===== config.mk =====
export PLATFORM = sky130hd
export DESIGN_NAME = wb_subsystem
export DESIGN_NICKNAME = d
export VERILOG_FILES = /design/src/verilog/wb_pkg.sv /design/src/verilog/lar_wr_if.sv /design/src/verilog/wb_stage_fsm.sv /design/src/verilog/ldst_latency_timer.sv /design/src/verilog/lar_file.sv /design/src/verilog/wb_subsystem.sv
export SDC_FILE = /design/constraint.sdc
export NUM_CORES = 2
export LEC_CHECK = 0
export BUFFER_PORTS_ARGS = -buffer_cell sky130_fd_sc_hd__buf_4
export CAP_MARGIN = 10
export CORE_MARGIN = 8
export CORE_UTILIZATION = 30
export DETAILED_ROUTE_END_ITERATION = 8
export SYNTH_ARGS = -nofsm -noshare
export SYNTH_HDL_FRONTEND = slang
export SYNTH_SLANG_ARGS = --single-unit

===== constraint.sdc =====
create_clock -name clk -period 7.4 [get_ports clk]
set_clock_uncertainty 0.15 [all_clocks]
set_input_delay 1.11 -clock clk [delete_from_list [all_inputs] [get_ports clk]]
set_output_delay 1.11 -clock clk [all_outputs]
set_load 0.005 [all_outputs]

===== src/verilog/wb_pkg.sv =====
package wb_pkg;

	// datapath and register file geometry
	localparam int DATA_WIDTH = 64;
	localparam int LAR_INDEX_WIDTH = 3;
	localparam int MEM_ADDR_WIDTH = 4;

	// memory access latency, counted by the ldst timer
	localparam int TIMER_WIDTH = 3;
	localparam logic [TIMER_WIDTH-1:0] LDST_LATENCY = 3'd4;

	// same numbering as the decoder groups
	typedef enum logic [1:0]
	{
		grp_alu = 2'd0,
		grp_ctrl = 2'd1,
		grp_ld = 2'd2,
		grp_st = 2'd3
	} instr_group_t;

	// loads and stores share this encoding
	typedef enum logic [3:0]
	{
		u8 = 4'd0,
		s8 = 4'd1,
		u16 = 4'd2,
		s16 = 4'd3,
		u32 = 4'd4,
		s32 = 4'd5,
		u64 = 4'd6,
		s64 = 4'd7,
		f16 = 4'd8
	} ldst_oper_t;

	typedef enum logic [1:0]
	{
		wt_only_data = 2'd0,
		wt_ld = 2'd1,
		wt_st = 2'd2
	} write_type_t;

	typedef enum logic [1:0]
	{
		dt_unsgn_int = 2'd0,
		dt_sgn_int = 2'd1,
		dt_bfloat16 = 2'd2
	} data_type_t;

	typedef enum logic [1:0]
	{
		sz8 = 2'd0,
		sz16 = 2'd1,
		sz32 = 2'd2,
		sz64 = 2'd3
	} int_size_t;

	// writeback FSM
	typedef enum logic
	{
		st_regular = 1'b0,
		st_wait_lar_valid = 1'b1
	} wb_state_t;

endpackage


===== src/verilog/lar_wr_if.sv =====
interface lar_wr_if;

	// request side, one-cycle req with all fields valid alongside
	logic req;
	wb_pkg::write_type_t write_type;
	logic [wb_pkg::LAR_INDEX_WIDTH-1:0] index;
	wb_pkg::data_type_t data_type;
	wb_pkg::int_size_t int_size;
	logic [wb_pkg::MEM_ADDR_WIDTH-1:0] addr;
	logic [wb_pkg::DATA_WIDTH-1:0] non_ldst_data;

	// completion of a load or store
	logic valid;

	modport fsm
	(
		output req, write_type, index, data_type, int_size, addr, non_ldst_data,
		input valid
	);

	modport lar_file
	(
		input req, write_type, index, data_type, int_size, addr, non_ldst_data,
		output valid
	);

endinterface


===== src/verilog/wb_stage_fsm.sv =====
module wb_stage_fsm
(
	input logic clk,
	input logic reset,
	input logic ex_valid,
	input wb_pkg::instr_group_t ex_group,
	input wb_pkg::ldst_oper_t ex_oper,
	input logic [wb_pkg::LAR_INDEX_WIDTH-1:0] ex_ra_index,
	input logic [wb_pkg::DATA_WIDTH-1:0] ex_computed_data,
	input logic [wb_pkg::MEM_ADDR_WIDTH-1:0] ex_ldst_addr,
	output logic ex_ready,
	lar_wr_if.fsm wr
);

	wb_pkg::wb_state_t state;
	wb_pkg::wb_state_t next_state;
	wb_pkg::data_type_t oper_data_type;
	wb_pkg::int_size_t oper_int_size;
	logic transfer;
	logic is_ldst;

	// held off for the whole load/store access
	assign ex_ready = (state == wb_pkg::st_regular);
	assign transfer = ex_valid && ex_ready;
	assign is_ldst = (ex_group == wb_pkg::grp_ld) || (ex_group == wb_pkg::grp_st);

	// opcode to type tags
	always_comb
	begin
		case (ex_oper)
		wb_pkg::u8, wb_pkg::u16, wb_pkg::u32, wb_pkg::u64:
			oper_data_type = wb_pkg::dt_unsgn_int;
		wb_pkg::s8, wb_pkg::s16, wb_pkg::s32, wb_pkg::s64:
			oper_data_type = wb_pkg::dt_sgn_int;
		wb_pkg::f16:
			oper_data_type = wb_pkg::dt_bfloat16;
		default:
			oper_data_type = wb_pkg::dt_unsgn_int;
		endcase

		case (ex_oper)
		wb_pkg::u8, wb_pkg::s8:
			oper_int_size = wb_pkg::sz8;
		wb_pkg::u16, wb_pkg::s16, wb_pkg::f16:
			oper_int_size = wb_pkg::sz16;
		wb_pkg::u32, wb_pkg::s32:
			oper_int_size = wb_pkg::sz32;
		default:
			oper_int_size = wb_pkg::sz64;
		endcase
	end

	always_comb
	begin
		case (state)
		wb_pkg::st_regular:
			next_state = (transfer && is_ldst) ? wb_pkg::st_wait_lar_valid : wb_pkg::st_regular;
		wb_pkg::st_wait_lar_valid:
			next_state = wr.valid ? wb_pkg::st_regular : wb_pkg::st_wait_lar_valid;
		default:
			next_state = wb_pkg::st_regular;
		endcase
	end

	always_ff @(posedge clk)
	begin
		if (reset)
		begin
			state <= wb_pkg::st_regular;
			wr.req <= 1'b0;
		end
		else
		begin
			state <= next_state;
			// group 1 is accepted but produces no write
			wr.req <= transfer && (ex_group != wb_pkg::grp_ctrl);
		end
	end

	// request fields
	always_ff @(posedge clk)
	begin
		if (transfer && (ex_group == wb_pkg::grp_alu))
		begin
			wr.write_type <= wb_pkg::wt_only_data;
			wr.index <= ex_ra_index;
			wr.non_ldst_data <= ex_computed_data;
		end
		else if (transfer && is_ldst)
		begin
			wr.write_type <= (ex_group == wb_pkg::grp_ld) ? wb_pkg::wt_ld : wb_pkg::wt_st;
			wr.index <= ex_ra_index;
			wr.addr <= ex_ldst_addr;
			wr.data_type <= oper_data_type;
			wr.int_size <= oper_int_size;
		end
	end

endmodule


===== src/verilog/ldst_latency_timer.sv =====
module ldst_latency_timer
(
	input logic clk,
	input logic reset,
	input logic start,
	output logic done
);

	logic [wb_pkg::TIMER_WIDTH-1:0] count;

	// zero means idle
	always_ff @(posedge clk)
	begin
		if (reset)
		begin
			count <= '0;
		end
		else if (start)
		begin
			count <= wb_pkg::LDST_LATENCY;
		end
		else if (count != '0)
		begin
			count <= count - 1'b1;
		end
	end

	// last cycle of the access
	assign done = (count == {{(wb_pkg::TIMER_WIDTH-1){1'b0}}, 1'b1});

endmodule


===== src/verilog/lar_file.sv =====
module lar_file
(
	input logic clk,
	input logic reset,
	lar_wr_if.lar_file wr,
	input logic timer_done,
	output logic timer_start,
	input logic [wb_pkg::LAR_INDEX_WIDTH-1:0] rd_index,
	output logic [wb_pkg::DATA_WIDTH-1:0] rd_data,
	output logic [wb_pkg::MEM_ADDR_WIDTH-1:0] rd_addr,
	output wb_pkg::data_type_t rd_data_type,
	output wb_pkg::int_size_t rd_int_size
);

	// register file and its tags
	logic [wb_pkg::DATA_WIDTH-1:0] lar_data [2**wb_pkg::LAR_INDEX_WIDTH];
	logic [wb_pkg::MEM_ADDR_WIDTH-1:0] lar_addr [2**wb_pkg::LAR_INDEX_WIDTH];
	wb_pkg::data_type_t lar_data_type [2**wb_pkg::LAR_INDEX_WIDTH];
	wb_pkg::int_size_t lar_int_size [2**wb_pkg::LAR_INDEX_WIDTH];

	// backing memory
	logic [wb_pkg::DATA_WIDTH-1:0] mem [2**wb_pkg::MEM_ADDR_WIDTH];

	// load or store waiting on the timer
	logic pending;
	wb_pkg::write_type_t pend_type;
	logic [wb_pkg::LAR_INDEX_WIDTH-1:0] pend_index;
	logic [wb_pkg::MEM_ADDR_WIDTH-1:0] pend_addr;
	wb_pkg::data_type_t pend_data_type;
	wb_pkg::int_size_t pend_int_size;
	logic commit;

	function automatic logic [wb_pkg::DATA_WIDTH-1:0] extend_load(
		input logic [wb_pkg::DATA_WIDTH-1:0] word,
		input wb_pkg::data_type_t dt,
		input wb_pkg::int_size_t sz
	);
		logic sgn;
		logic [wb_pkg::DATA_WIDTH-1:0] result;
		sgn = (dt == wb_pkg::dt_sgn_int);
		if (dt == wb_pkg::dt_bfloat16)
		begin
			// raw bfloat16 bits in the low half-word
			result = {{(wb_pkg::DATA_WIDTH-16){1'b0}}, word[15:0]};
		end
		else
		begin
			case (sz)
			wb_pkg::sz8:
				result = {{(wb_pkg::DATA_WIDTH-8){sgn & word[7]}}, word[7:0]};
			wb_pkg::sz16:
				result = {{(wb_pkg::DATA_WIDTH-16){sgn & word[15]}}, word[15:0]};
			wb_pkg::sz32:
				result = {{(wb_pkg::DATA_WIDTH-32){sgn & word[31]}}, word[31:0]};
			default:
				result = word;
			endcase
		end
		return result;
	endfunction

	assign commit = pending && timer_done;
	assign wr.valid = commit;

	always_ff @(posedge clk)
	begin
		if (reset)
		begin
			pending <= 1'b0;
			timer_start <= 1'b0;
			for (int i = 0; i < 2**wb_pkg::LAR_INDEX_WIDTH; i++)
			begin
				lar_data[i] <= '0;
				lar_addr[i] <= '0;
				lar_data_type[i] <= wb_pkg::dt_unsgn_int;
				lar_int_size[i] <= wb_pkg::sz64;
			end
			for (int i = 0; i < 2**wb_pkg::MEM_ADDR_WIDTH; i++)
			begin
				mem[i] <= '0;
			end
		end
		else
		begin
			timer_start <= 1'b0;

			if (wr.req)
			begin
				if (wr.write_type == wb_pkg::wt_only_data)
				begin
					lar_data[wr.index] <= wr.non_ldst_data;
				end
				else
				begin
					pending <= 1'b1;
					timer_start <= 1'b1;
				end
			end

			// access completes on the timer's last cycle
			if (commit)
			begin
				pending <= 1'b0;
				lar_addr[pend_index] <= pend_addr;
				lar_data_type[pend_index] <= pend_data_type;
				lar_int_size[pend_index] <= pend_int_size;
				if (pend_type == wb_pkg::wt_ld)
				begin
					lar_data[pend_index] <= extend_load(mem[pend_addr], pend_data_type,
						pend_int_size);
				end
				else
				begin
					mem[pend_addr] <= lar_data[pend_index];
				end
			end
		end
	end

	// latched request
	always_ff @(posedge clk)
	begin
		if (wr.req && (wr.write_type != wb_pkg::wt_only_data))
		begin
			pend_type <= wr.write_type;
			pend_index <= wr.index;
			pend_addr <= wr.addr;
			pend_data_type <= wr.data_type;
			pend_int_size <= wr.int_size;
		end
	end

	assign rd_data = lar_data[rd_index];
	assign rd_addr = lar_addr[rd_index];
	assign rd_data_type = lar_data_type[rd_index];
	assign rd_int_size = lar_int_size[rd_index];

endmodule


===== src/verilog/wb_subsystem.sv =====
module wb_subsystem
(
	input logic clk,
	input logic reset,
	input logic ex_valid,
	input wb_pkg::instr_group_t ex_group,
	input wb_pkg::ldst_oper_t ex_oper,
	input logic [wb_pkg::LAR_INDEX_WIDTH-1:0] ex_ra_index,
	input logic [wb_pkg::DATA_WIDTH-1:0] ex_computed_data,
	input logic [wb_pkg::MEM_ADDR_WIDTH-1:0] ex_ldst_addr,
	output logic ex_ready,
	input logic [wb_pkg::LAR_INDEX_WIDTH-1:0] rd_index,
	output logic [wb_pkg::DATA_WIDTH-1:0] rd_data,
	output logic [wb_pkg::MEM_ADDR_WIDTH-1:0] rd_addr,
	output wb_pkg::data_type_t rd_data_type,
	output wb_pkg::int_size_t rd_int_size
);

	lar_wr_if wr_bus();

	logic timer_start;
	logic timer_done;

	wb_stage_fsm u_fsm
	(
		.clk(clk),
		.reset(reset),
		.ex_valid(ex_valid),
		.ex_group(ex_group),
		.ex_oper(ex_oper),
		.ex_ra_index(ex_ra_index),
		.ex_computed_data(ex_computed_data),
		.ex_ldst_addr(ex_ldst_addr),
		.ex_ready(ex_ready),
		.wr(wr_bus.fsm)
	);

	// models memory latency for the LAR file
	ldst_latency_timer u_timer
	(
		.clk(clk),
		.reset(reset),
		.start(timer_start),
		.done(timer_done)
	);

	lar_file u_lar_file
	(
		.clk(clk),
		.reset(reset),
		.wr(wr_bus.lar_file),
		.timer_done(timer_done),
		.timer_start(timer_start),
		.rd_index(rd_index),
		.rd_data(rd_data),
		.rd_addr(rd_addr),
		.rd_data_type(rd_data_type),
		.rd_int_size(rd_int_size)
	);

endmodule


[Yosys cells after proc, flatten, opt, wreduce, memory -nomap -nowiden]
Memory sizes are Yosys's and may differ from the RTL's. A register that Yosys moved wholly into a read port is not among the register bits.
Cells that the tools add are included.
Operators by class
  add/subtract/negate cells: 1
  eq/ne operators: 15
  muxes and demuxes: 52
  bitwise operators: 7
  reductions and logical operators: 29
Operator list (count)
  $mux 64: 7
  $pmux 64 s3: 1
  $reduce_or 64->1: 3
  $mux 3: 10
  $mux 1: 26
  $reduce_or 2->1: 7
  $mux 4: 3
  $eq 2x2->1 const B: 4
  $eq 4x2->1 const B: 2
  $eq 4x3->1 const B: 2
  $eq 2x1->1 const B: 3
  $logic_and 1x1->1: 6
  $logic_not 2->1: 3
  $mux 2: 3
  $pmux 2 s3: 1
  $reduce_bool 2->1: 3
  $eq 4x1->1 const B: 1
  $eq 4x4->1 const B: 1
  $logic_not 4->1: 1
  $not 1->1: 4
  $reduce_and 2->1: 2
  $reduce_or 4->1: 1
  $and 1x1->1: 3
  $eq 3x1->1 const B: 1
  other kinds (6): 6
Word-level totals
  flip-flop bits (word level): 95
  RAM bits: 1600
  bits in read-only memories: 32
  input port bits: 83
  output and inout port bits: 73
  word-level logic and storage cells: 126
  memories kept: 6
Memories
  u_lar_file.mem: depth 16, width 64, read ports 1, clocked after Yosys merged registers in 1, write ports 16, line lar_file.sv:22  | logic [wb_pkg::DATA_WIDTH-1:0] mem [2**wb_pkg::MEM_ADDR_WIDTH];
  u_lar_file.lar_data: depth 8, width 64, read ports 2, clocked after Yosys merged registers in 1, write ports 8, line lar_file.sv:16  | logic [wb_pkg::DATA_WIDTH-1:0] lar_data [2**wb_pkg::LAR_INDEX_WIDTH];
  (name not given): depth 16, width 2, read ports 1, clocked after Yosys merged registers in 1, write ports 0, line wb_stage_fsm.sv:30  | case (ex_oper)
  u_lar_file.lar_addr: depth 8, width 4, read ports 1, clocked after Yosys merged registers in 0, write ports 8, line lar_file.sv:17  | logic [wb_pkg::MEM_ADDR_WIDTH-1:0] lar_addr [2**wb_pkg::LAR_INDEX_WIDTH];
  u_lar_file.lar_data_type: depth 8, width 2, read ports 1, clocked after Yosys merged registers in 0, write ports 8, line lar_file.sv:18  | wb_pkg::data_type_t lar_data_type [2**wb_pkg::LAR_INDEX_WIDTH];
  u_lar_file.lar_int_size: depth 8, width 2, read ports 1, clocked after Yosys merged registers in 0, write ports 8, line lar_file.sv:19  | wb_pkg::int_size_t lar_int_size [2**wb_pkg::LAR_INDEX_WIDTH];

[Longest topological paths before layout]
  depth after elaboration: 8
  depth in mapped cells: 11
  mapped depth without buffers: 8

[Modules after synthesis]
A second synthesis with hierarchy kept.
Second synthesis, totals
  cell total of the unflattened synthesis: 5377
  area, all modules: 79872.9 um^2
By module, submodules not included
  lar_file: instances 1, cells each 5260, area each 77244.1 um^2, sequential area each 48616.6 um^2
  wb_stage_fsm: instances 1, cells each 99, area each 2448.6 um^2, sequential area each 2332.2 um^2
  ldst_latency_timer: instances 1, cells each 18, area each 180.2 um^2, sequential area each 60.1 um^2

[Worst setup path before layout]
OpenSTA, ideal clock, no wires.
  path kind: input-to-reg
  start: in ex_group[1]
  end: reg u_fsm.wr.non_ldst_data[0] (enable)
  setup time: 565 ps
  data arrival time: 5574 ps
  data required time: 6685 ps
  slack: 1110 ps
  stages on the path: 1
  buffers on the path: 0
  path through: nor3_1
Between the ends
  word-level cells in the longest chain between the ends: 2
RTL lines
  start: declaration: line wb_subsystem.sv:6  | input wb_pkg::instr_group_t ex_group,
  $logic_not 2->1: line wb_stage_fsm.sv:83  | if (transfer && (ex_group == wb_pkg::grp_alu))
  $logic_and 1x1->1: line wb_stage_fsm.sv:83
  end signal: assignment: line wb_stage_fsm.sv:87  | wr.non_ldst_data <= ex_computed_data;
  end: declaration: line lar_wr_if.sv:17  | output req, write_type, index, data_type, int_size, addr, non_ldst_data,
Every way passes these cells.
A chain may end at the register's enable or synchronous reset.

[Worst setup path after layout]
  start: in rd_index[0] (netlist bit)
  end: out rd_data[30] (netlist bit)
Between the ends
  word-level cells in the longest chain between the ends: 1
RTL lines
  start: declaration: line wb_subsystem.sv:12  | input logic [wb_pkg::LAR_INDEX_WIDTH-1:0] rd_index,
  $mem_v2 8x64
  end: declaration: line wb_subsystem.sv:13  | output logic [wb_pkg::DATA_WIDTH-1:0] rd_data,
Every way passes these cells.

==> run metrics <==
Hold Crit Class input pin to flop; unrepaired setup endpoints after global routing no; total of max-cap violations 0; remaining routing DRC violations 0; proportion of synthesized flip-flops having asynchronous set or reset 0; most common library cell in the layout ignoring fill and taps edfxtp_1; estimated wirelength of the detail-placed design around 150 mm; total routing resource utilization after global routing 0.1738; normalized max-slew margin 0.1542; initial cell density of the core 0.3008; Arr. time, crit path between 3 and 4 ns; outcome complete, no violations; net count after synthesis roughly 5,400; total CTS buffers around 170; total chip power about 22 mW; area of the core region approximately 0.26 sq mm; pins over their slew limit 0; wire length of the first global-routing pass around 360 mm; f_max between 200 and 250 MHz; library cell appearing most often on the critical path buf_4; hold_buf cts 0; number of vias per cell after detailed routing around 5.6; Via Count 49,610; Nets between 5,000 and 6,000; total power per unit cell area 243.0 mW/mm^2; final core area utilization 0.3398; DIE AREA about 0.28 sq mm; end of the worst register-to-register path u_lar_file.mem[5][39]$_SDFFCE_PN0P_; Syn Std Cell Area approximately 0.08 sq mm; Mapped Avg Cell Area between 10 and 15 sq um; Iteration-0 DRC Markers 6,583; CTS tree yes; floorplan row count about 190; EDFF count, synth roughly 1,700; number of sinks on the clock net approximately 1,700; number of cell instances on the worst register-to-register path 8; final hold viol count 0; placed cell areas 0.08368 sq mm; number of nets with antenna violations after routing 0; pin count of the biggest net entering global routing a little over 90; CP cell instances buf_8 > buf_4 > mux4_2 > mux2_2 > buf_4; Post-CTS Resized 0; IR Drop Worst-Case VDD around 0.00026 V; critical path class input pin to primary output; vertical die dimension about 530 um; library cell used as clock root buffer clkbuf_16; delay-heaviest family, CP buffers and inverters; Final min period roughly 4.8 ns; Worst Min Path Start ex_computed_data[62]; launching point of the worst reg2reg path u_timer.count[1]$_SDFFE_PP0P_; Top FF cell, synth edfxtp_1; Worst Tran Pin Value about 1.3 ns; Cells on Worst Hold Path 1; post-CTS setup repair buffer count 0; endpoint with the worst hold slack u_fsm.wr.non_ldst_data[62]$_DFFE_PP_; Yosys reg bits between 1,500 and 2,000; top-level port count approximately 160; count of buffering cells on the critical path with inverters included 3; share of final-layout standard cells stronger than drive strength 1 0.2317; global placement routability congestion 0.8105; most used cells in the layout excluding fill and tap cells 1,688 x edfxtp_1, 1,095 x nor2_1, 516 x mux4_2; antenna violations before repair 5; routed length per placed instance about 28 um; Yosys top cell by area edfxtp_1; critical path capture point type primary output; buffers from clock root to sink, at most 3; GRT Residual Overflow 0; Mapped Cells ~5,300; Final Setup Violations 0; die outline width roughly 530 um; post-route fraction of the period consumed by the critical path 0.6430; Worst path max stage delay 0.64 ns; router iterations before antenna repair 6; count of different cell masters after synthesis between 50 and 60; count of port buffers added during placement roughly 160; vias in the first global route 49,740; post-route standard cell area excluding fillers 0.08889 sq mm; sequential-to-total area share from yosys stat 0.6483; Yosys warning total 0; clk_lat worst skew approximately 0.85 ns; ranking of synthesized cells by area edfxtp_1 64%, mux4_2 15%, nor2_1 5.3%; layout overhead on the synthesized area 12.98%; portion of synthesized cell area occupied by the leading cell type 0.6443; clock transition time at the flip-flop clock pins of the worst setup and hold paths around 0.060 ns; worst reg2reg setup slack roughly 2.8 ns; total leakage power 29.71 nW; maximum net fanout on the critical path 64; wirelength, routed ~250 mm; slowest library cell on the worst path buf_8; H-Tree Level Count 4; total negative slack for setup checks 0 ns; kind of start point of the critical path input pin; worst path required time roughly 6 ns
## area by class of cell
cell class                 count  area [sq um]
fill                       25230        172700
sequential                  1704         51030
multi-input combinational   3004         25690
tap                         3515          4398
clock buffer                 207          4392
timing repair buffer         331          2551
clock inverter                96         784.5
inverter                       9         33.78
antenna                        1         2.502
## synthesized netlist by cell type, drive strengths merged (20+ instances only)
cell type     n
edfxtp     1688
buf         211
mux2         80
nor2       1107
a22oi        36
a221o       256
clkbuf      341
and2         58
a21oi        20
o22ai        69
mux4        516
nand2       241
o21ai       270
or3          20
mux2i       110
nand3       139
## routing by layer
layer | up-vias | part of all wire | GRT usage
li1 | 20320 | - | -
met1 | 25870 | 0.39 | 0.2277
met2 | 2943 | 0.48 | 0.2873
met3 | 469 | 0.10 | 0.03839
met4 | 2 | 0.032 | 0.05668
met5 | - | 0.000052 | 0
## kinds of logic (layout without fill, tap and decap cells)
family                     after synthesis  count (layout)  synth area share
adders and majority gates                3               3         0.0004772
muxes                                  706             706            0.1732
and+or+nand+nor                       1630            1630           0.08551
buffers and inverters                  561             643           0.03031
DFF                                   1704            1704            0.6483
xor gates and xnor gates                 1               1         0.0001113
AOI/OAI and AO/OA                      664             664           0.06209
other                                    0               1                 0
## per-stage QoR
| step | hold WS [ns] | setup WS, ns | std cells |
|---|---|---|---|
| finish | 0.2882 | 2.641 | 8867 |
| global route | 0.2609 | 2.516 | 8867 |
| CTS | 0.2274 | 2.577 | 8863 |
| detailed placement | 0.3000 | 2.105 | 8560 |
| global placement | 0.2951 | 2.168 | 8560 |
| floorplan | 0.2503 | 1.110 | 5269 |
## where the power goes
group          switching (mW)  internal, mW  leakage (nW)
clock                    3.83          4.42          2.49
sequential              0.214          10.9          17.4
combinational            1.40         0.795          9.80
total                    5.45          16.1          29.7
## worst max-delay path by stage
stage / start / endpoint / cells past startpoint
after floorplan: ex_group[1] / u_fsm.wr.non_ldst_data[0]$_DFFE_PP_ / 1
after global placement: reset / u_lar_file.mem[5][59]$_SDFFCE_PN0P_ / 7
after detailed placement: reset / u_lar_file.mem[5][59]$_SDFFCE_PN0P_ / 7
after CTS: rd_index[0] / rd_data[25] / 5
after global routing: rd_index[0] / rd_data[25] / 5
final: rd_index[0] / rd_data[30] / 5
## registers in the layout, summed over array words and instances (netlist names), 4 cells and up, named ones only
| name | cells |
|---|---|
| u_fsm.wr.non_ldst_data | 64 |
| u_lar_file.lar_data | 512 |
| u_lar_file.pend_addr | 4 |
| u_lar_file.lar_int_size | 16 |
| u_lar_file.lar_data_type | 16 |
| u_lar_file.lar_addr | 32 |
| u_fsm.wr.addr | 4 |
| u_lar_file.mem | 1024 |
## worst register-to-register path, stage by stage, from the launching register on
cell and delay (ns):
dfxtp_1 0.31, inv_1 0.10, ha_1 0.20, and4bb_2 0.34
nand2_1 0.12, nor3b_1 1.03, nand2_4 0.63, nand2_4 0.60
buf_4 0.66
Note: power is estimated with default switching activity, not from simulation.
